==> src/design/wb_pkg.sv <==
// Shared definitions for the write-back subsystem
// Widths, operation and FSM encodings, and the packed structs that
// travel between issue, write-back, the load unit and the controller

`default_nettype none

package wb_pkg;

  ////////////////////////////////////////////////////////////////////
  // Widths with a meaning
  ////////////////////////////////////////////////////////////////////

  typedef logic [31:0] word_t;
  typedef logic [4:0]  rf_addr_t;
  // Word address into the data RAM
  typedef logic [7:0]  mem_addr_t;

  // Kind of operation handed over from execute
  typedef enum logic [1:0] {
    ALU   = 2'd0,
    LOAD  = 2'd1,
    STORE = 2'd2,
    XIF   = 2'd3
  } op_kind_e;

  // Controller states
  typedef enum logic [1:0] {
    RUN    = 2'd0,
    HALTED = 2'd1,
    FLUSH  = 2'd2
  } ctrl_state_e;

  ////////////////////////////////////////////////////////////////////
  // Structs
  ////////////////////////////////////////////////////////////////////

  // EX/WB pipeline contents, rf_wdata is the execute result or store data
  typedef struct packed {
    logic      instr_valid;
    op_kind_e  op_kind;
    logic      rf_we;
    rf_addr_t  rf_waddr;
    word_t     rf_wdata;
    mem_addr_t mem_addr;
    logic      last_op;
  } ex_wb_pipe_t;

  // Coprocessor result, exc inhibits write-back
  typedef struct packed {
    word_t data;
    logic  exc;
  } xif_result_t;

  // Controller commands to write-back
  typedef struct packed {
    logic halt_wb;
    logic kill_wb;
  } ctrl_fsm_t;

  typedef struct packed {
    logic      we;
    mem_addr_t addr;
    word_t     wdata;
  } lsu_req_t;

  typedef struct packed {
    word_t rdata;
    logic  mpu_err;
  } lsu_resp_t;

endpackage

`default_nettype wire

==> src/design/wb_stage.sv <==
// Write-back stage
// Selects write data, gates the register file write, issues load unit
// requests and forms the stage ready/valid and abort signals

`timescale 1ns/1ps
`default_nettype none

module wb_stage import wb_pkg::*;
(
  input  logic        clk,
  input  logic        rst_n_i,

  input  ex_wb_pipe_t ex_wb_pipe_i,
  input  ctrl_fsm_t   ctrl_fsm_i,

  // Load unit
  output logic        lsu_valid_o,
  output lsu_req_t    lsu_req_o,
  input  logic        lsu_ready_i,
  input  logic        lsu_resp_valid_i,
  input  lsu_resp_t   lsu_resp_i,

  // Coprocessor result
  input  logic        xif_result_valid_i,
  input  xif_result_t xif_result_i,
  output logic        xif_result_ready_o,

  // Register file
  output logic        rf_we_o,
  output rf_addr_t    rf_waddr_o,
  output word_t       rf_wdata_o,

  output logic        wb_ready_o,
  output logic        wb_valid_o,
  output logic        abort_op_o,
  output logic        data_stall_o,
  output logic        last_op_o
);

  logic lsu_sent_q;
  logic is_load;
  logic is_store;
  logic is_mem;
  logic is_xif;
  logic halt_blk;
  logic instr_valid;
  logic lsu_wait;
  logic xif_wait;
  logic lsu_exception;
  logic xif_exception;
  logic done;

  assign is_load  = (ex_wb_pipe_i.op_kind == LOAD);
  assign is_store = (ex_wb_pipe_i.op_kind == STORE);
  assign is_mem   = is_load || is_store;
  assign is_xif   = (ex_wb_pipe_i.op_kind == XIF);

  // Halt only holds an op that has not yet started its memory access,
  // an access already under way is allowed to finish
  assign halt_blk    = ctrl_fsm_i.halt_wb && !lsu_sent_q;
  assign instr_valid = ex_wb_pipe_i.instr_valid && !ctrl_fsm_i.kill_wb && !halt_blk;

  ////////////////////////////////////////////////////////////////////
  // Load unit handshake
  ////////////////////////////////////////////////////////////////////

  // One request per op, raised in its first cycle in write-back
  assign lsu_valid_o     = instr_valid && is_mem && !lsu_sent_q;
  assign lsu_req_o.we    = is_store;
  assign lsu_req_o.addr  = ex_wb_pipe_i.mem_addr;
  assign lsu_req_o.wdata = ex_wb_pipe_i.rf_wdata;

  always_ff @(posedge clk or negedge rst_n_i) begin
    if (!rst_n_i) begin
      lsu_sent_q <= 1'b0;
    end else if (lsu_resp_valid_i) begin
      lsu_sent_q <= 1'b0;
    end else if (lsu_valid_o && lsu_ready_i) begin
      lsu_sent_q <= 1'b1;
    end
  end

  ////////////////////////////////////////////////////////////////////
  // Completion and exceptions
  ////////////////////////////////////////////////////////////////////

  assign lsu_wait      = ex_wb_pipe_i.instr_valid && is_mem && !lsu_resp_valid_i;
  assign xif_wait      = ex_wb_pipe_i.instr_valid && is_xif && !xif_result_valid_i;
  assign lsu_exception = instr_valid && is_mem && lsu_resp_valid_i && lsu_resp_i.mpu_err;
  assign xif_exception = instr_valid && is_xif && xif_result_valid_i && xif_result_i.exc;

  // Result is present for ALU ops right away, otherwise once the answer is in
  assign done = is_mem ? lsu_resp_valid_i :
                is_xif ? xif_result_valid_i : 1'b1;

  // Always accept a response, there is no stage downstream
  assign xif_result_ready_o = instr_valid && is_xif;

  // A kill lets the stage drop its op at once
  assign wb_ready_o   = ctrl_fsm_i.kill_wb || (!halt_blk && !lsu_wait && !xif_wait);
  assign wb_valid_o   = instr_valid && done;
  assign abort_op_o   = lsu_exception || xif_exception;
  assign data_stall_o = instr_valid && is_mem && !lsu_resp_valid_i;
  assign last_op_o    = ex_wb_pipe_i.last_op;

  ////////////////////////////////////////////////////////////////////
  // Register file write
  ////////////////////////////////////////////////////////////////////

  // Stores never write, faults and coprocessor exceptions suppress the write
  assign rf_we_o    = instr_valid && ex_wb_pipe_i.rf_we && !is_store && done &&
                      !lsu_exception && !xif_exception;
  assign rf_waddr_o = ex_wb_pipe_i.rf_waddr;
  assign rf_wdata_o = is_load ? lsu_resp_i.rdata :
                      is_xif  ? xif_result_i.data : ex_wb_pipe_i.rf_wdata;

endmodule

`default_nettype wire

==> config.mk <==
export PLATFORM = sky130hd
export DESIGN_NAME = wb_stage
export DESIGN_NICKNAME = d
export VERILOG_FILES = /design/src/design/wb_pkg.sv /design/src/design/wb_stage.sv
export SDC_FILE = /design/constraint.sdc
export NUM_CORES = 1
export LEC_CHECK = 0
export BUFFER_PORTS_ARGS = -buffer_cell sky130_fd_sc_hd__buf_2
export CORE_AREA = 8 8 74 76
export CTS_BUF_LIST = sky130_fd_sc_hd__clkbuf_2
export DETAILED_ROUTE_END_ITERATION = 12
export DIE_AREA = 0 0 82 84
export PLACE_DENSITY = 0.82
export SLEW_MARGIN = 20
export SYNTH_ARGS = -nofsm -noshare
export SYNTH_HDL_FRONTEND = slang
export SYNTH_SLANG_ARGS = --single-unit
==> constraint.sdc <==
create_clock -name clk -period 2.2 [get_ports clk]
set_clock_uncertainty 0.2 [all_clocks]
set_input_delay 0.22 -clock clk [delete_from_list [all_inputs] [get_ports clk]]
set_output_delay 0.22 -clock clk [all_outputs]
set_load 0.005 [all_outputs]
* Word level (Yosys, flattened, before mapping)
Index checks and enable logic that the tools add are counted.
Word-level totals: bits in latches 0, memory bits (writable) 0, logic and storage cells 48, input port bits 123, bits in registers 1, bits in read-only memories 0, memories kept 0
Cells by class: add/sub/neg operators 0, equal/unequal tests 3, multipliers 0, $lt $le $gt $ge 0, div/mod/pow operators 0, bitwise operators 0, multiplexer cells 6, reduce and logical (&&, ||, !) cells 38, shift-type cells 0
Operators by type and width (number):
- 32-bit two-way mux | 2
- 1-bit logical AND | 24
- 1-bit zero test | 10
- 2-bit equality test, second input constant | 2
- 1-bit two-way mux | 4
- 1-bit logical OR | 3
- 2-bit by 1-bit equality test with 1-bit output, second input constant | 1
- 2-bit nonzero test | 1

* Logic depth before layout (Yosys ltp)
word-level depth 10, depth in mapped cells 6, gate-level depth less buffers 5

* Least setup slack after synthesis
No wires, ideal clock.
kind input to output, from in ex_wb_pipe_i[47] in the netlist's numbering, to out rf_we_o, setup slack 0.541 ns, data arrival time 1.239 ns, stages 5, path buffers 0, cell sequence inv_1 -> ha_1 -> nand3b_1 -> nand4b_1 -> a2111oi_1
On the way: longest elaborated chain between the ends 8, elaborated cells on any way between the ends 19
RTL lines:
- from (decl) | line wb_stage.sv:13 | input ex_wb_pipe_t ex_wb_pipe_i,
- 2-bit by 1-bit equality test with 1-bit output / 2-bit equality test (equally long branches) | line wb_stage.sv:53, wb_stage.sv:54
- 1-bit logical OR | line wb_stage.sv:55 | assign is_mem = is_load || is_store;
- 1-bit logical AND (3 in series) | line wb_stage.sv:89 | assign lsu_exception = instr_valid && is_mem && lsu_resp_valid_i && lsu_resp_i.mpu_err;
- 1-bit zero test | line wb_stage.sv:112 | !lsu_exception && !xif_exception;
- 1-bit logical AND | line wb_stage.sv:111 | assign rf_we_o = instr_valid && ex_wb_pipe_i.rf_we && !is_store && done &&
- 1-bit logical AND * | line wb_stage.sv:112
- to (decl) | line wb_stage.sv:29 | output logic rf_we_o,
Every way passes the cells marked *; elsewhere a longest branch is shown, timed or not.

* Worst setup path in the final report
Ends and elaborated chain as after synthesis.

==> summary.txt <==
Finish
  – Fill count: 447
  – Number of flip-flops under the largest register name: 1
  – Final nets: 434
  – Commonest cells after routing, fill and taps aside: buf_2, nand2_1, o21ai_0
  – Final Util: a little over two fifths
  – Most flop-heavy register: lsu_sent_q
  – Largest regs: lsu_sent_q x1
  – Synth-to-Final Area Change: 50.5%
  – Layout cells sized above 1: 60.8%
  – Most common cell after layout, fill and taps aside: buf_2
  – # diodes: 0

Logic synthesis
  – Yosys cell types: 22
  – Syn Area/Cell: 6.67 µm²
  – Sequential share of the synthesized area: 2.10%
  – Post-synthesis compound-gate area fraction: 17.1%
  – Post-Synth Simple-Gate Area: 15.7%
  – Post-synthesis mux area share: 26.8%
  – Area leader, netlist: buf_4
  – XOR/XNOR Fraction of Synth Area: 0%
  – Adder-cell share of the synthesized area: 3.14%
  – Syn Inst Count: 179
  – Top area cells in the synthesized netlist: buf_4, mux2i_1, o21ai_0
  – Synth top area share: a little under a third
  – Post-Syn Area: 1190 µm²
  – Synth warn: 0
  – Largest family of logic cells by synthesized area: buffers and inverters
  – Syn_nets: 305
  – Yosys reg bits: 1

Clock network
  – Clk slew on worst S/H paths: 0 ns
  – CTS resizes: 0
  – Later-pin clock latency in the skew report: 0 ns

STA
  – Fmax: about 490 MHz
  – Tcrit/Tclk final: 92.1%
  – Slew Limit Fails: 0
  – Headroom to the max-slew limit: between 70% and 80%
  – Tightest Pin Transition: 0.344 ns
  – Final Hold Vio Count: 0
  – RSZ-0062 raised after global routing: false
  – Final setup fails: 0
  – Final TNS setup: 0 ns
  – Final min period: 2.03 ns

Detailed routing
  – Initial drt markers: 30
  – DRT Wirelength: between 5000 and 6000 µm
  – Antenna Nets Post-Route: 0
  – Drt first pass iters: 4
  – DR vias/cell: 4.55
  – DR vias: 1,628
  – # DRC: 0
  – Wire length per cell: 14.6 µm

Global routing
  – Vias in the first global route: 1,697
  – First-pass GRT wire length: 7620 µm
  – GRT overflow: 0
  – Largest net degree at the start of global routing: 39
  – Initial antenna violation count: 0
  – Tot GR Track Use: 13.0%

Place
  – GP Congestion: 0.845
  – HPWL Detailed: 4700 µm
  – IO Port Bufs: 180

Power
  – Cell Pwr Density: 200 nW/µm²
  – Maximum vdd drop: 0.000102 V
  – Total power: approximately 0.36 mW
  – P_leak: 1.04 nW

Worst hold path
  – Hold crit path type: in -> reg

Setup path
  – Endpoint class of the critical path: output pin
  – Setup CP Type: in -> out
  – Worst Path Arrival: 1.61 ns
  – WP data required: roughly 1.8 ns
  – Crit path max fanout: 7
  – Worst Setup Start Kind: primary input

Floorplan
  – Die extent in y: 84 µm
  – Die width: 82 µm
  – Core Area: 4260 µm²
  – Starting Density: 28.0%
  – I/O pin cnt: 209
  – Die ar.: 6890 µm²
  – # rows: 24

Flow run
  – Max Cap Viol: 0

Run status
  – Outcome: complete, no violations
[cell usage after synthesis, drive strengths merged]
library cell,count
buf,52
nand2,33
o21ai,33
mux2i,32
clkbuf,6
ha,3
inv,3
nor2,2
nor2b,2
nor3,2
a2111oi,1
a211oi,1
a21o,1
a21oi,1
a41oi,1
and3,1
dfrtp,1
nand2b,1
nand3,1
nand3b,1
nand4b,1
[area by class of cell]
cell class                      instances  area [µm²]  area share [%]
Inverter                                3        11.3           0.627
Multi-Input combinational cell        117         754            42.0
Sequential cell                         1        25.0            1.39
Tap cell                               52        65.1            3.62
Timing Repair Buffer                  185         941            52.4
[final timing paths]
kind / start / to / slack, ns / depth (start not counted)
worst max register to register: lsu_sent_q / lsu_sent_q / 1.04 / 3
min in group asynchronous: rst_n_i / lsu_sent_q / 0.36 / 2
worst min-delay path: lsu_resp_valid_i / lsu_sent_q / 0.24 / 2
max in group asynchronous: rst_n_i / lsu_sent_q / 1.36 / 2
worst max-delay path: ex_wb_pipe_i[47] / rf_we_o / 0.17 / 7
worst min register to register: lsu_sent_q / lsu_sent_q / 0.32 / 2
[critical path, stage by stage]
cell	delay [ns]
buf_2	0.11
inv_1	0.04
ha_1	0.38
nand3b_1	0.17
nand4b_1	0.10
a2111oi_1	0.39
buf_2	0.19
[per-stage QoR]
stage | hold slack [ns] | cell area (µm²) | cells | worst slack [ns]
floorplan | -0.276 | 1190 | 179 | 0.541
global placement | -0.205 | 1790 | 357 | 0.284
detailed placement | -0.204 | 1790 | 357 | 0.218
CTS | 0.238 | 1800 | 358 | 0.207
global route | 0.240 | 1800 | 358 | 0.0671
finish | 0.240 | 1800 | 358 | 0.174
[where the power goes]
part | total, mW | switching, mW | internal (mW)
Combinational | 0.340 | 0.156 | 0.184
Clock | 0 | 0 | 0
Sequential | 0.0195 | 0.000344 | 0.0192
[cell families (layout without fill, tap and decap cells)]
| family | Yosys count | in the layout |
|---|---|---|
| multiplexers | 32 | 32 |
| AO/OA/AOI/OAI | 38 | 38 |
| buffers and inverters | 61 | 188 |
| AND/OR/NAND/NOR | 44 | 44 |
| flip-flops | 1 | 1 |
| adder cells (fa/ha/maj) | 3 | 3 |
[layer usage]
layer | wire length (µm) | track usage (%) | part of all wire (%) | vias up
met5 | 0 | 0 | 0 | -
met4 | 48 | 1.28 | 0.92 | 0
met3 | 616 | 2.69 | 12 | 6
met2 | 2770 | 26.0 | 53 | 103
met1 | 1810 | 13.1 | 35 | 698
li1 | - | - | - | 821
[repair_timing]
item,4_1_cts,5_1_grt
buffers inserted,0,0
hold endpoints to repair,1,0
hold buffers,1,0
No activity file was read; power rests on OpenSTA's default activity.
