File: src/design/wb_pkg.sv
// Shared definitions for the write-back subsystem
// Widths, operation and FSM encodings, and the packed structs that
// travel between issue, write-back, the load unit and the controller

`default_nettype none

package wb_pkg;

  ////////////////////////////////////////////////////////////////////
  // Widths with a meaning
  ////////////////////////////////////////////////////////////////////

  typedef logic [31:0] word_t;
  typedef logic [4:0]  rf_addr_t;
  // Word address into the data RAM
  typedef logic [7:0]  mem_addr_t;

  // Kind of operation handed over from execute
  typedef enum logic [1:0] {
    ALU   = 2'd0,
    LOAD  = 2'd1,
    STORE = 2'd2,
    XIF   = 2'd3
  } op_kind_e;

  // Controller states
  typedef enum logic [1:0] {
    RUN    = 2'd0,
    HALTED = 2'd1,
    FLUSH  = 2'd2
  } ctrl_state_e;

  ////////////////////////////////////////////////////////////////////
  // Structs
  ////////////////////////////////////////////////////////////////////

  // EX/WB pipeline contents, rf_wdata is the execute result or store data
  typedef struct packed {
    logic      instr_valid;
    op_kind_e  op_kind;
    logic      rf_we;
    rf_addr_t  rf_waddr;
    word_t     rf_wdata;
    mem_addr_t mem_addr;
    logic      last_op;
  } ex_wb_pipe_t;

  // Coprocessor result, exc inhibits write-back
  typedef struct packed {
    word_t data;
    logic  exc;
  } xif_result_t;

  // Controller commands to write-back
  typedef struct packed {
    logic halt_wb;
    logic kill_wb;
  } ctrl_fsm_t;

  typedef struct packed {
    logic      we;
    mem_addr_t addr;
    word_t     wdata;
  } lsu_req_t;

  typedef struct packed {
    word_t rdata;
    logic  mpu_err;
  } lsu_resp_t;

endpackage

`default_nettype wire

File: src/design/wb_ex_pipe.sv
// EX/WB pipeline register
// Accepts one operation per valid/ready handshake and holds it
// until write-back moves on or the controller kills it

`timescale 1ns/1ps
`default_nettype none

module wb_ex_pipe import wb_pkg::*;
(
  input  logic        clk,
  input  logic        rst_n_i,

  // Issue side
  input  logic        ex_valid_i,
  input  ex_wb_pipe_t ex_op_i,
  output logic        ex_ready_o,

  // Write-back side
  input  logic        wb_ready_i,
  input  ctrl_fsm_t   ctrl_fsm_i,
  output ex_wb_pipe_t ex_wb_pipe_o
);

  logic        valid_q;
  ex_wb_pipe_t payload_q;
  logic        move;

  // The register advances when empty, when write-back is done with its op,
  // or when the controller kills the op that sits in write-back
  assign move       = !valid_q || wb_ready_i || ctrl_fsm_i.kill_wb;
  assign ex_ready_o = move;

  // Only the valid bit is control state
  always_ff @(posedge clk or negedge rst_n_i) begin
    if (!rst_n_i) begin
      valid_q <= 1'b0;
    end else if (move) begin
      // Cleared when the op leaves with nothing new behind it
      valid_q <= ex_valid_i;
    end
  end

  always_ff @(posedge clk) begin
    if (move && ex_valid_i) begin
      payload_q <= ex_op_i;
    end
  end

  always_comb begin
    ex_wb_pipe_o             = payload_q;
    ex_wb_pipe_o.instr_valid = valid_q;
  end

endmodule

`default_nettype wire

File: config.mk
export PLATFORM = sky130hd
export DESIGN_NAME = wb_ex_pipe
export DESIGN_NICKNAME = d
export VERILOG_FILES = /design/src/design/wb_pkg.sv /design/src/design/wb_ex_pipe.sv
export SDC_FILE = /design/constraint.sdc
export NUM_CORES = 1
export LEC_CHECK = 0
export BUFFER_PORTS_ARGS = -buffer_cell sky130_fd_sc_hd__buf_2
export CAP_MARGIN = 15
export CORE_MARGIN = 1
export CORE_UTILIZATION = 45
export CTS_BUF_LIST = sky130_fd_sc_hd__clkbuf_2 sky130_fd_sc_hd__clkbuf_4 sky130_fd_sc_hd__clkbuf_8
export DETAILED_ROUTE_END_ITERATION = 12
export PLACE_DENSITY = 0.94
export SLEW_MARGIN = 20
export SYNTH_ARGS = -nofsm -noshare
export SYNTH_HDL_FRONTEND = slang
export SYNTH_SLANG_ARGS = --single-unit
File: constraint.sdc
create_clock -name clk -period 5.15 [get_ports clk]
set_input_delay 0.2575 -clock clk [delete_from_list [all_inputs] [get_ports clk]]
set_output_delay 0.2575 -clock clk [all_outputs]
set_load 0.02 [all_outputs]
* Word level (Yosys, flattened, before mapping)
Cells that the tools add are included.
Operators by class: equal/unequal tests 0, $add $sub $neg 0, divide/modulo/power cells 0, bitwise logic cells 0, mux-type cells 0, shift-type cells 0, magnitude comparators 0, multiply operators 0, reduce and logical (&&, ||, !) cells 4
Operators by type and width (count):
- 1-bit logical OR | 2
- 1-bit logical AND | 1
- 1-bit zero test | 1
Storage, ports and cells: logic and storage cells 11, flip-flop bits (word level) 50, latch bits 0, output and inout port bits 51, input port bits 56, memories 0, ROM bits 0, RAM bits 0

* Depth between registers and ports, before layout
Gate-level depths: netlist of the first run.
word-level depth 4, gate-level depth with buffers 2, gate-level depth less buffers 2

* Least setup slack after synthesis of the first run
Ideal clock, no wire load.
kind reg2reg, start point reg valid_q, end point reg payload_q (netlist bit ex_wb_pipe_o[0]) (enable), path buffers 0, arrival time 2.707 ns, data required time 4.689 ns, stages on the path, launching flop included 3, clock period less this slack 3.168 ns, path slack 1.982 ns, library setup time 0.461 ns, path through dfrtp_1 -> nor3b_2 -> nor2b_1
Between the ends: longest elaborated chain between the ends 4
Ends and longest elaborated chain:
- start: declaration | RTL line wb_ex_pipe.sv:24 | logic valid_q;
- start signal: assignment | RTL line wb_ex_pipe.sv:39 | valid_q <= ex_valid_i;
- 1-bit zero test | RTL line wb_ex_pipe.sv:30 | assign move = !valid_q || wb_ready_i || ctrl_fsm_i.kill_wb;
- 1-bit logical OR (2 in a row) | RTL line wb_ex_pipe.sv:30
- 1-bit logical AND | RTL line wb_ex_pipe.sv:44 | if (move && ex_valid_i) begin
- end signal: assignment | RTL line wb_ex_pipe.sv:45 | payload_q <= ex_op_i;
- end: declaration | RTL line wb_ex_pipe.sv:25 | ex_wb_pipe_t payload_q;
Every way passes these cells. A chain may end at the register's enable or synchronous reset.

* Worst setup path after layout of the first run
start point reg valid_q, end point reg payload_q (netlist bit ex_wb_pipe_o[25]) (enable)
The elaborated chain is that of the path after synthesis.

==> impl_metrics.csv, run 1 <==
group,metric,value,unit
run_status,status,"finished, final reports clean",
setup_path,cp_slowest_cell,"nor2b_4",
place,hpwl,2.35,mm
timing,worstMarginPinSlew,0.756,ns
clocking,insertion_delay,0.34,ns
clocking,post_cts_buffers,0,
logic_synthesis,yosys_warnings,0,
floorplanning,floorplan.initialDensity,48.6,%
power,seqPwrFrac,58.0,%
setup_path,crit_path_end_kind,"flip-flop",
logic_synthesis,yosysTopAreaCell,"edfxtp_1",
final_layout,finalNetCount,223,
timing,rsz0062_at_grt,"false",
clocking,cts.sinks,50,
timing,hold_violations,0,
final_layout,fin_area,2250,um^2
logic_synthesis,syn_area,1530,um^2
floorplanning,fp.dieW,60.4,um
drt,firstDrtPassIters,4,
clocking,cts_inserted_buffers,5,
grt,first_global_vias,848,
setup_path,required,5.21,ns
clocking,cts_resized,0,
hold_path,hold_path.class,"input pin to flip-flop",
timing,drv_slew,0,
setup_path,crit_arrival,1.78,ns
timing,slew_headroom,49.5,%
drt,vias,942,
floorplanning,die_y,60.4,um
final_layout,regArea,1500,um^2
grt,antenna_found_initial,0,
logic_synthesis,synthArstFlopShare,2.00,%
place,placed_cell_area,2110,um^2
timing,finalCriticalPeriod,1.72,ns
drt,drt_iter0_markers,19,
grt,grt-ovfl-total,0,
setup_path,path_cells,"nor3b_2 -> nor2b_4 -> buf_16",
logic_synthesis,synth_top_area_share,96.0,%
timing,skew,0.00893,ns
grt,grt_pass1_wl,4.14,mm
floorplanning,die_area,3640,um^2
clocking,clock-root-buffer,"clkbuf_4",
drt,wirelength,3.14,mm
final_layout,multi_input_area,32.5,um^2
final_layout,drive_above_1_share,67.9,%
power,peakVddDrop,0.235,mV
logic_synthesis,yosysUniqueCellTypes,7,
timing,fin_tns_setup,0,ns
power,power_frac_comb,10.5,%
final_layout,nFillCells,223,
timing,setup_viol,0,
logic_synthesis,synth_ff_type,"edfxtp_1",
logic_synthesis,ys_seq_area_share,97.6,%
setup_path,path_max_fanout,26,
power,p_sw,0.171,mW
logic_synthesis,avgSynthCellArea,27.9,um^2
timing,max_freq,581,MHz
clocking,cts_buffer_depth,2,
clocking,path_clk_slew,0.13,ns
grt,grt_usage,16.9,%
logic_synthesis,synth_edf_count,49,
place,portBuffers,104,
run,max-cap-violations,0,
clocking,cts_hold_buf,1,
drt,ant_nets,0,
setup_path,critPathKind,"flip-flop to flip-flop",
setup_path,critPathBufInv,1,
drt,vias_per_cell,4.44,
power,powerDensity,369,nW/um^2
logic_synthesis,synthTopCellsByArea,"edfxtp_1 96%, dfrtp_1 1.6%, nor3b_2 0.82%, buf_4 0.49%, nor2b_1 0.41%",
place,gp_congestion,0.587,
setup_path,cp-start-kind,"flip-flop",
setup_path,cpLargestDelayFamily,"simple AND/OR/NAND/NOR gates",
timing,period_share,33.4,%
final_layout,syn_to_final_growth,46.6,%
drt,wl_per_cell,14.8,um
final_layout,antenna_cells,0,
clocking,htree_levels,2,
clocking,cts_tree,"built",
floorplanning,core_area,3150,um^2
logic_synthesis,synth.most_common_cell,"edfxtp_1",
power,p_int,0.658,mW
grt,grt_max_degree,50,
power,clockPowerShare,31.5,%
logic_synthesis,ys_ff_latch,50,
floorplanning,pin_count,107,
logic_synthesis,synth_nets,111,
power,swShare,20.6,%
floorplanning,placementRows,20,
setup_path,cpPeakStageDelay,0.61,ns
drt,drc,0,
logic_synthesis,syn_inst,55,
power,p_leak,0.978,nW
final_layout,final_util,71.3,%
power by group through the flow:
stage                     clock (mW)  sequential [mW]  combinational [mW]
final                          0.261            0.480              0.0873
after global routing           0.283            0.483              0.0934
after CTS                      0.264            0.481              0.0848
after detailed placement           0            0.490              0.0843
after global placement             0            0.489              0.0810
after floorplan                    0            0.521              0.0100
final cells by class:
class | count | area share, %
Clock buffer | 5 | 1.67
Clock inverter | 3 | 2.84
Inverter | 1 | 0.167
Multi-Input combinational cell | 3 | 1.45
Sequential cell | 50 | 66.6
Tap cell | 44 | 2.45
Timing Repair Buffer | 106 | 24.8
sequential cells by signal, indices dropped and copies added, names as in the netlist:
name / flops
ex_wb_pipe_o: 49
valid_q: 1
cell usage in the layout, fill, tap and decap left out:
cell and count:
buf_2 104, edfxtp_1 49, dlygate4sd3_1 1, buf_16 1, clkinv_1 1, bufinv_16 2, clkbuf_4 5, nor3b_2 1
or2_1 1, inv_1 1, dfrtp_1 1, nor2b_4 1
worst paths after layout:
check                                          from                          to  slack, ns  cells after the start
max in group asynchronous                   rst_n_i         valid_q$_DFFE_PN0P_       4.85                      2
worst max-delay path            valid_q$_DFFE_PN0P_  ex_wb_pipe_o[25]$_DFFE_PP_       3.43                      3
worst min register to register  valid_q$_DFFE_PN0P_         valid_q$_DFFE_PN0P_       0.80                      2
worst max register to register  valid_q$_DFFE_PN0P_  ex_wb_pipe_o[25]$_DFFE_PP_       3.43                      3
min in group asynchronous                   rst_n_i         valid_q$_DFFE_PN0P_       0.22                      2
worst min-delay path                    ex_op_i[48]  ex_wb_pipe_o[48]$_DFFE_PP_       0.08                      1
per-layer routing:
metal  GRT usage (%)  wire length [um]  part of all wire (%)  vias to the layer above
li1                -                 -                     -                      444
met1            20.0              1110                    35                      434
met2            27.0              1690                    54                       62
met3            6.18               314                    10                        2
met4            8.97                27                  0.86                        0
met5               0                 0                     0                        -
stage by stage:
step           total power, mW  std cells  worst slack, ns  hold slack [ns]
2_1_floorplan            0.531         55             1.98          -0.0381
3_3_place_gp             0.570        202             3.32           0.0331
3_5_place_dp             0.575        202             3.22           0.0334
4_1_cts                  0.830        211             3.21           0.0635
5_1_grt                  0.859        212             3.31           0.0460
6_report                 0.828        212             3.43           0.0765
logic make-up after synthesis:
group	Yosys count	synth area share, %
buffers and inverters	2	0.735
and+or+nand+nor	3	1.63
DFF	50	97.6
Note: power is estimated with default switching activity, not from simulation.
==> run 2, diff against run 1 <==
--- a/config.mk
+++ b/config.mk
@@ -5,13 +5,14 @@
 export SDC_FILE = /design/constraint.sdc
 export NUM_CORES = 1
 export LEC_CHECK = 0
+export ABC_AREA = 1
 export BUFFER_PORTS_ARGS = -buffer_cell sky130_fd_sc_hd__buf_2
 export CAP_MARGIN = 15
 export CORE_MARGIN = 1
-export CORE_UTILIZATION = 45
+export CORE_UTILIZATION = 42
 export CTS_BUF_LIST = sky130_fd_sc_hd__clkbuf_2 sky130_fd_sc_hd__clkbuf_4 sky130_fd_sc_hd__clkbuf_8
 export DETAILED_ROUTE_END_ITERATION = 12
-export PLACE_DENSITY = 0.94
+export PLACE_DENSITY = 0.88
 export SLEW_MARGIN = 20
 export SYNTH_ARGS = -nofsm -noshare
 export SYNTH_HDL_FRONTEND = slang
==> constraint.sdc (replaced) <==
create_clock -name clk -period 1.7 [get_ports clk]
set_input_delay 0.085 -clock clk [delete_from_list [all_inputs] [get_ports clk]]
set_output_delay 0.085 -clock clk [all_outputs]
set_load 0.02 [all_outputs]
==> impl_metrics.csv, run 2 <==
group,metric,value,unit
setup_path,cp-start-kind,"flip-flop",
setup_path,required,1.73,ns
grt,antenna_found_initial,0,
logic_synthesis,yosysTopAreaCell,"edfxtp_1",
timing,hold_violations,0,
logic_synthesis,synth.most_common_cell,"edfxtp_1",
timing,drv_slew,0,
grt,grt_usage,24.8,%
final_layout,largest_reg_flops,49,
drt,vias,1229,
place,gp_congestion,0.739,
timing,max_freq,754,MHz
grt,grt_max_degree,26,
drt,vias_per_cell,4.55,
power,peakVddDrop,0.681,mV
clocking,cts_inserted_buffers,5,
timing,rsz0062_at_grt,"false",
clocking,clock-root-buffer,"clkbuf_4",
timing,skew,0.0217,ns
final_layout,finalNetCount,279,
logic_synthesis,yosysUniqueCellTypes,6,
clocking,insertion_delay,0.36,ns
clocking,cts_buffer_depth,2,
final_layout,layout_commonest_cell,"buf_2",
drt,drc,0,
drt,wirelength,4.55,mm
floorplanning,fp.dieW,62.5,um
run_status,status,"finished, final reports clean",
grt,grt-ovfl-total,0,
setup_path,reg2reg_depth,4,
floorplanning,pin_count,107,
timing,holdWs,0.430,ns
final_layout,final_util,80.5,%
timing,period_share,78.0,%
setup_path,r2r_slack,0.37,ns
clocking,cts.sinks,50,
drt,wl_per_cell,16.9,um
setup_path,crit_arrival,1.36,ns
timing,slew_headroom,79.2,%
floorplanning,core_area,3420,um^2
logic_synthesis,synth_ff_type,"edfxtp_1",
floorplanning,placementRows,21,
logic_synthesis,ys_ff_latch,50,
setup_path,reg2reg_from,"valid_q$_DFFE_PN0P_",
setup_path,crit_start,"valid_q$_DFFE_PN0P_",
power,p_leak,1.19,nW
final_layout,drive_above_1_share,52.2,%
setup_path,r2r-end,"ex_wb_pipe_o[40]$_DFFE_PP_",
logic_synthesis,synth_edf_count,49,
logic_synthesis,avgSynthCellArea,26.5,um^2
logic_synthesis,synth_common_cells,"49 x edfxtp_1, 4 x inv_1, 2 x nand2_1",
floorplanning,floorplan.initialDensity,45.0,%
timing,finalCriticalPeriod,1.33,ns
final_layout,antenna_cells,0,
logic_synthesis,synth_nets,114,
clocking,path_clk_slew,0.15,ns
drt,firstDrtPassIters,4,
setup_path,crit_path_end_kind,"flip-flop",
floorplanning,die_y,62.5,um
final_layout,layout_common_cells,"104 x buf_2, 53 x dlygate4sd3_1, 49 x edfxtp_1",
power,powerDensity,917,nW/um^2
logic_synthesis,synthArstFlopShare,2.00,%
logic_synthesis,ys_seq_area_share,97.4,%
setup_path,path_max_fanout,25,
setup_path,crit_end,"ex_wb_pipe_o[40]$_DFFE_PP_",
grt,grt_pass1_wl,7.10,mm
run,max-cap-violations,0,
clocking,cts_tree,"built",
logic_synthesis,synthTopCellsByArea,"edfxtp_1 96%, dfrtp_1 1.6%, inv_1 0.98%, nand3_2 0.65%, buf_4 0.49%",
timing,fin_tns_setup,0,ns
logic_synthesis,synth_top_area_share,95.8,%
timing,worstMarginPinSlew,0.312,ns
logic_synthesis,syn_inst,58,
final_layout,syn_to_final_growth,78.9,%
clocking,htree_levels,2,
drt,drt_iter0_markers,43,
power,total_power,2.52,mW
place,hpwl,2.08,mm
timing,setup_viol,0,
setup_path,critPathKind,"flip-flop to flip-flop",
drt,ant_nets,0,
clocking,post_cts_buffers,0,
floorplanning,die_area,3900,um^2
logic_synthesis,syn_area,1540,um^2
grt,first_global_vias,1361,
logic_synthesis,yosys_warnings,0,
place,portBuffers,104,
hold_path,hold_path.class,"input pin to flip-flop",
-- run 2: cell types whose count changed after synthesis --
cell     previous run  this run
or2_1               1         0
nand3_2             0         1
nor3b_2             1         0
inv_1               1         4
nor2b_1             1         0
nand2_1             0         2
-- run 2: layout make-up --
type | count | area [um^2]
tap | 46 | 57.6
timing repair buffer | 159 | 1070
inverter | 4 | 18.8
fill | 193 | 667
sequential | 50 | 1500
multi-input combinational | 3 | 27.5
clock buffer | 6 | 45.0
clock inverter | 2 | 37.5
-- run 2: per-stage QoR --
stage | instance area, um^2 | instances | setup slack (ns)
6_report | 2750 | 270 | 0.373
3_5_place_dp | 2140 | 209 | 0.435
4_1_cts | 2740 | 269 | 0.398
5_1_grt | 2750 | 270 | 0.310
3_3_place_gp | 2140 | 209 | 0.472
2_1_floorplan | 1550 | 58 | 0.0336
-- run 2: worst min-delay path by stage --
| stage | cells after the start | slack, ns | to | start |
|---|---|---|---|---|
| 6_report | 2 | 0.43 | ex_wb_pipe_o[30]$_DFFE_PP_ | ex_op_i[30] |
| 3_3_place_gp | 1 | -0.14 | valid_q$_DFFE_PN0P_ | rst_n_i |
| 4_1_cts | 2 | 0.007 | valid_q$_DFFE_PN0P_ | rst_n_i |
| 3_5_place_dp | 1 | -0.14 | valid_q$_DFFE_PN0P_ | rst_n_i |
| 5_1_grt | 2 | 0.41 | ex_wb_pipe_o[31]$_DFFE_PP_ | ex_op_i[31] |
| 2_1_floorplan | 0 | -0.21 | valid_q$_DFFE_PN0P_ | rst_n_i |
-- run 2: where the power goes --
group	internal (mW)	leakage [nW]	switching, mW
Combinational	0.175	0.665	0.193
Sequential	1.44	0.485	0.0226
Clock	0.327	0.0419	0.365
-- run 2: per-layer routing --
metal	track usage, %	part of all wire [%]
met1	28.8	39
met2	43.2	50
met3	7.30	8.0
met4	9.59	2.5
met5	0	0
-- run 2: logic make-up after synthesis --
logic type    count (synthesis)  share of synthesized area, %
simple gates                  3                          1.14
buf+inv                       5                          1.47
flops                        50                          97.4
-- run 2: what timing repair did --
item	in CTS	in global routing
endpoints found under the hold margin	51	1
gates resized for setup	0	0
hold buffers	52	1
-- run 2: critical path, cell delays in order (launching register included) --
cell	delay, ns
dfrtp_1	0.44
nand3_4	0.11
nand2_2	0.06
clkinvlp_4	0.08
buf_4	0.30
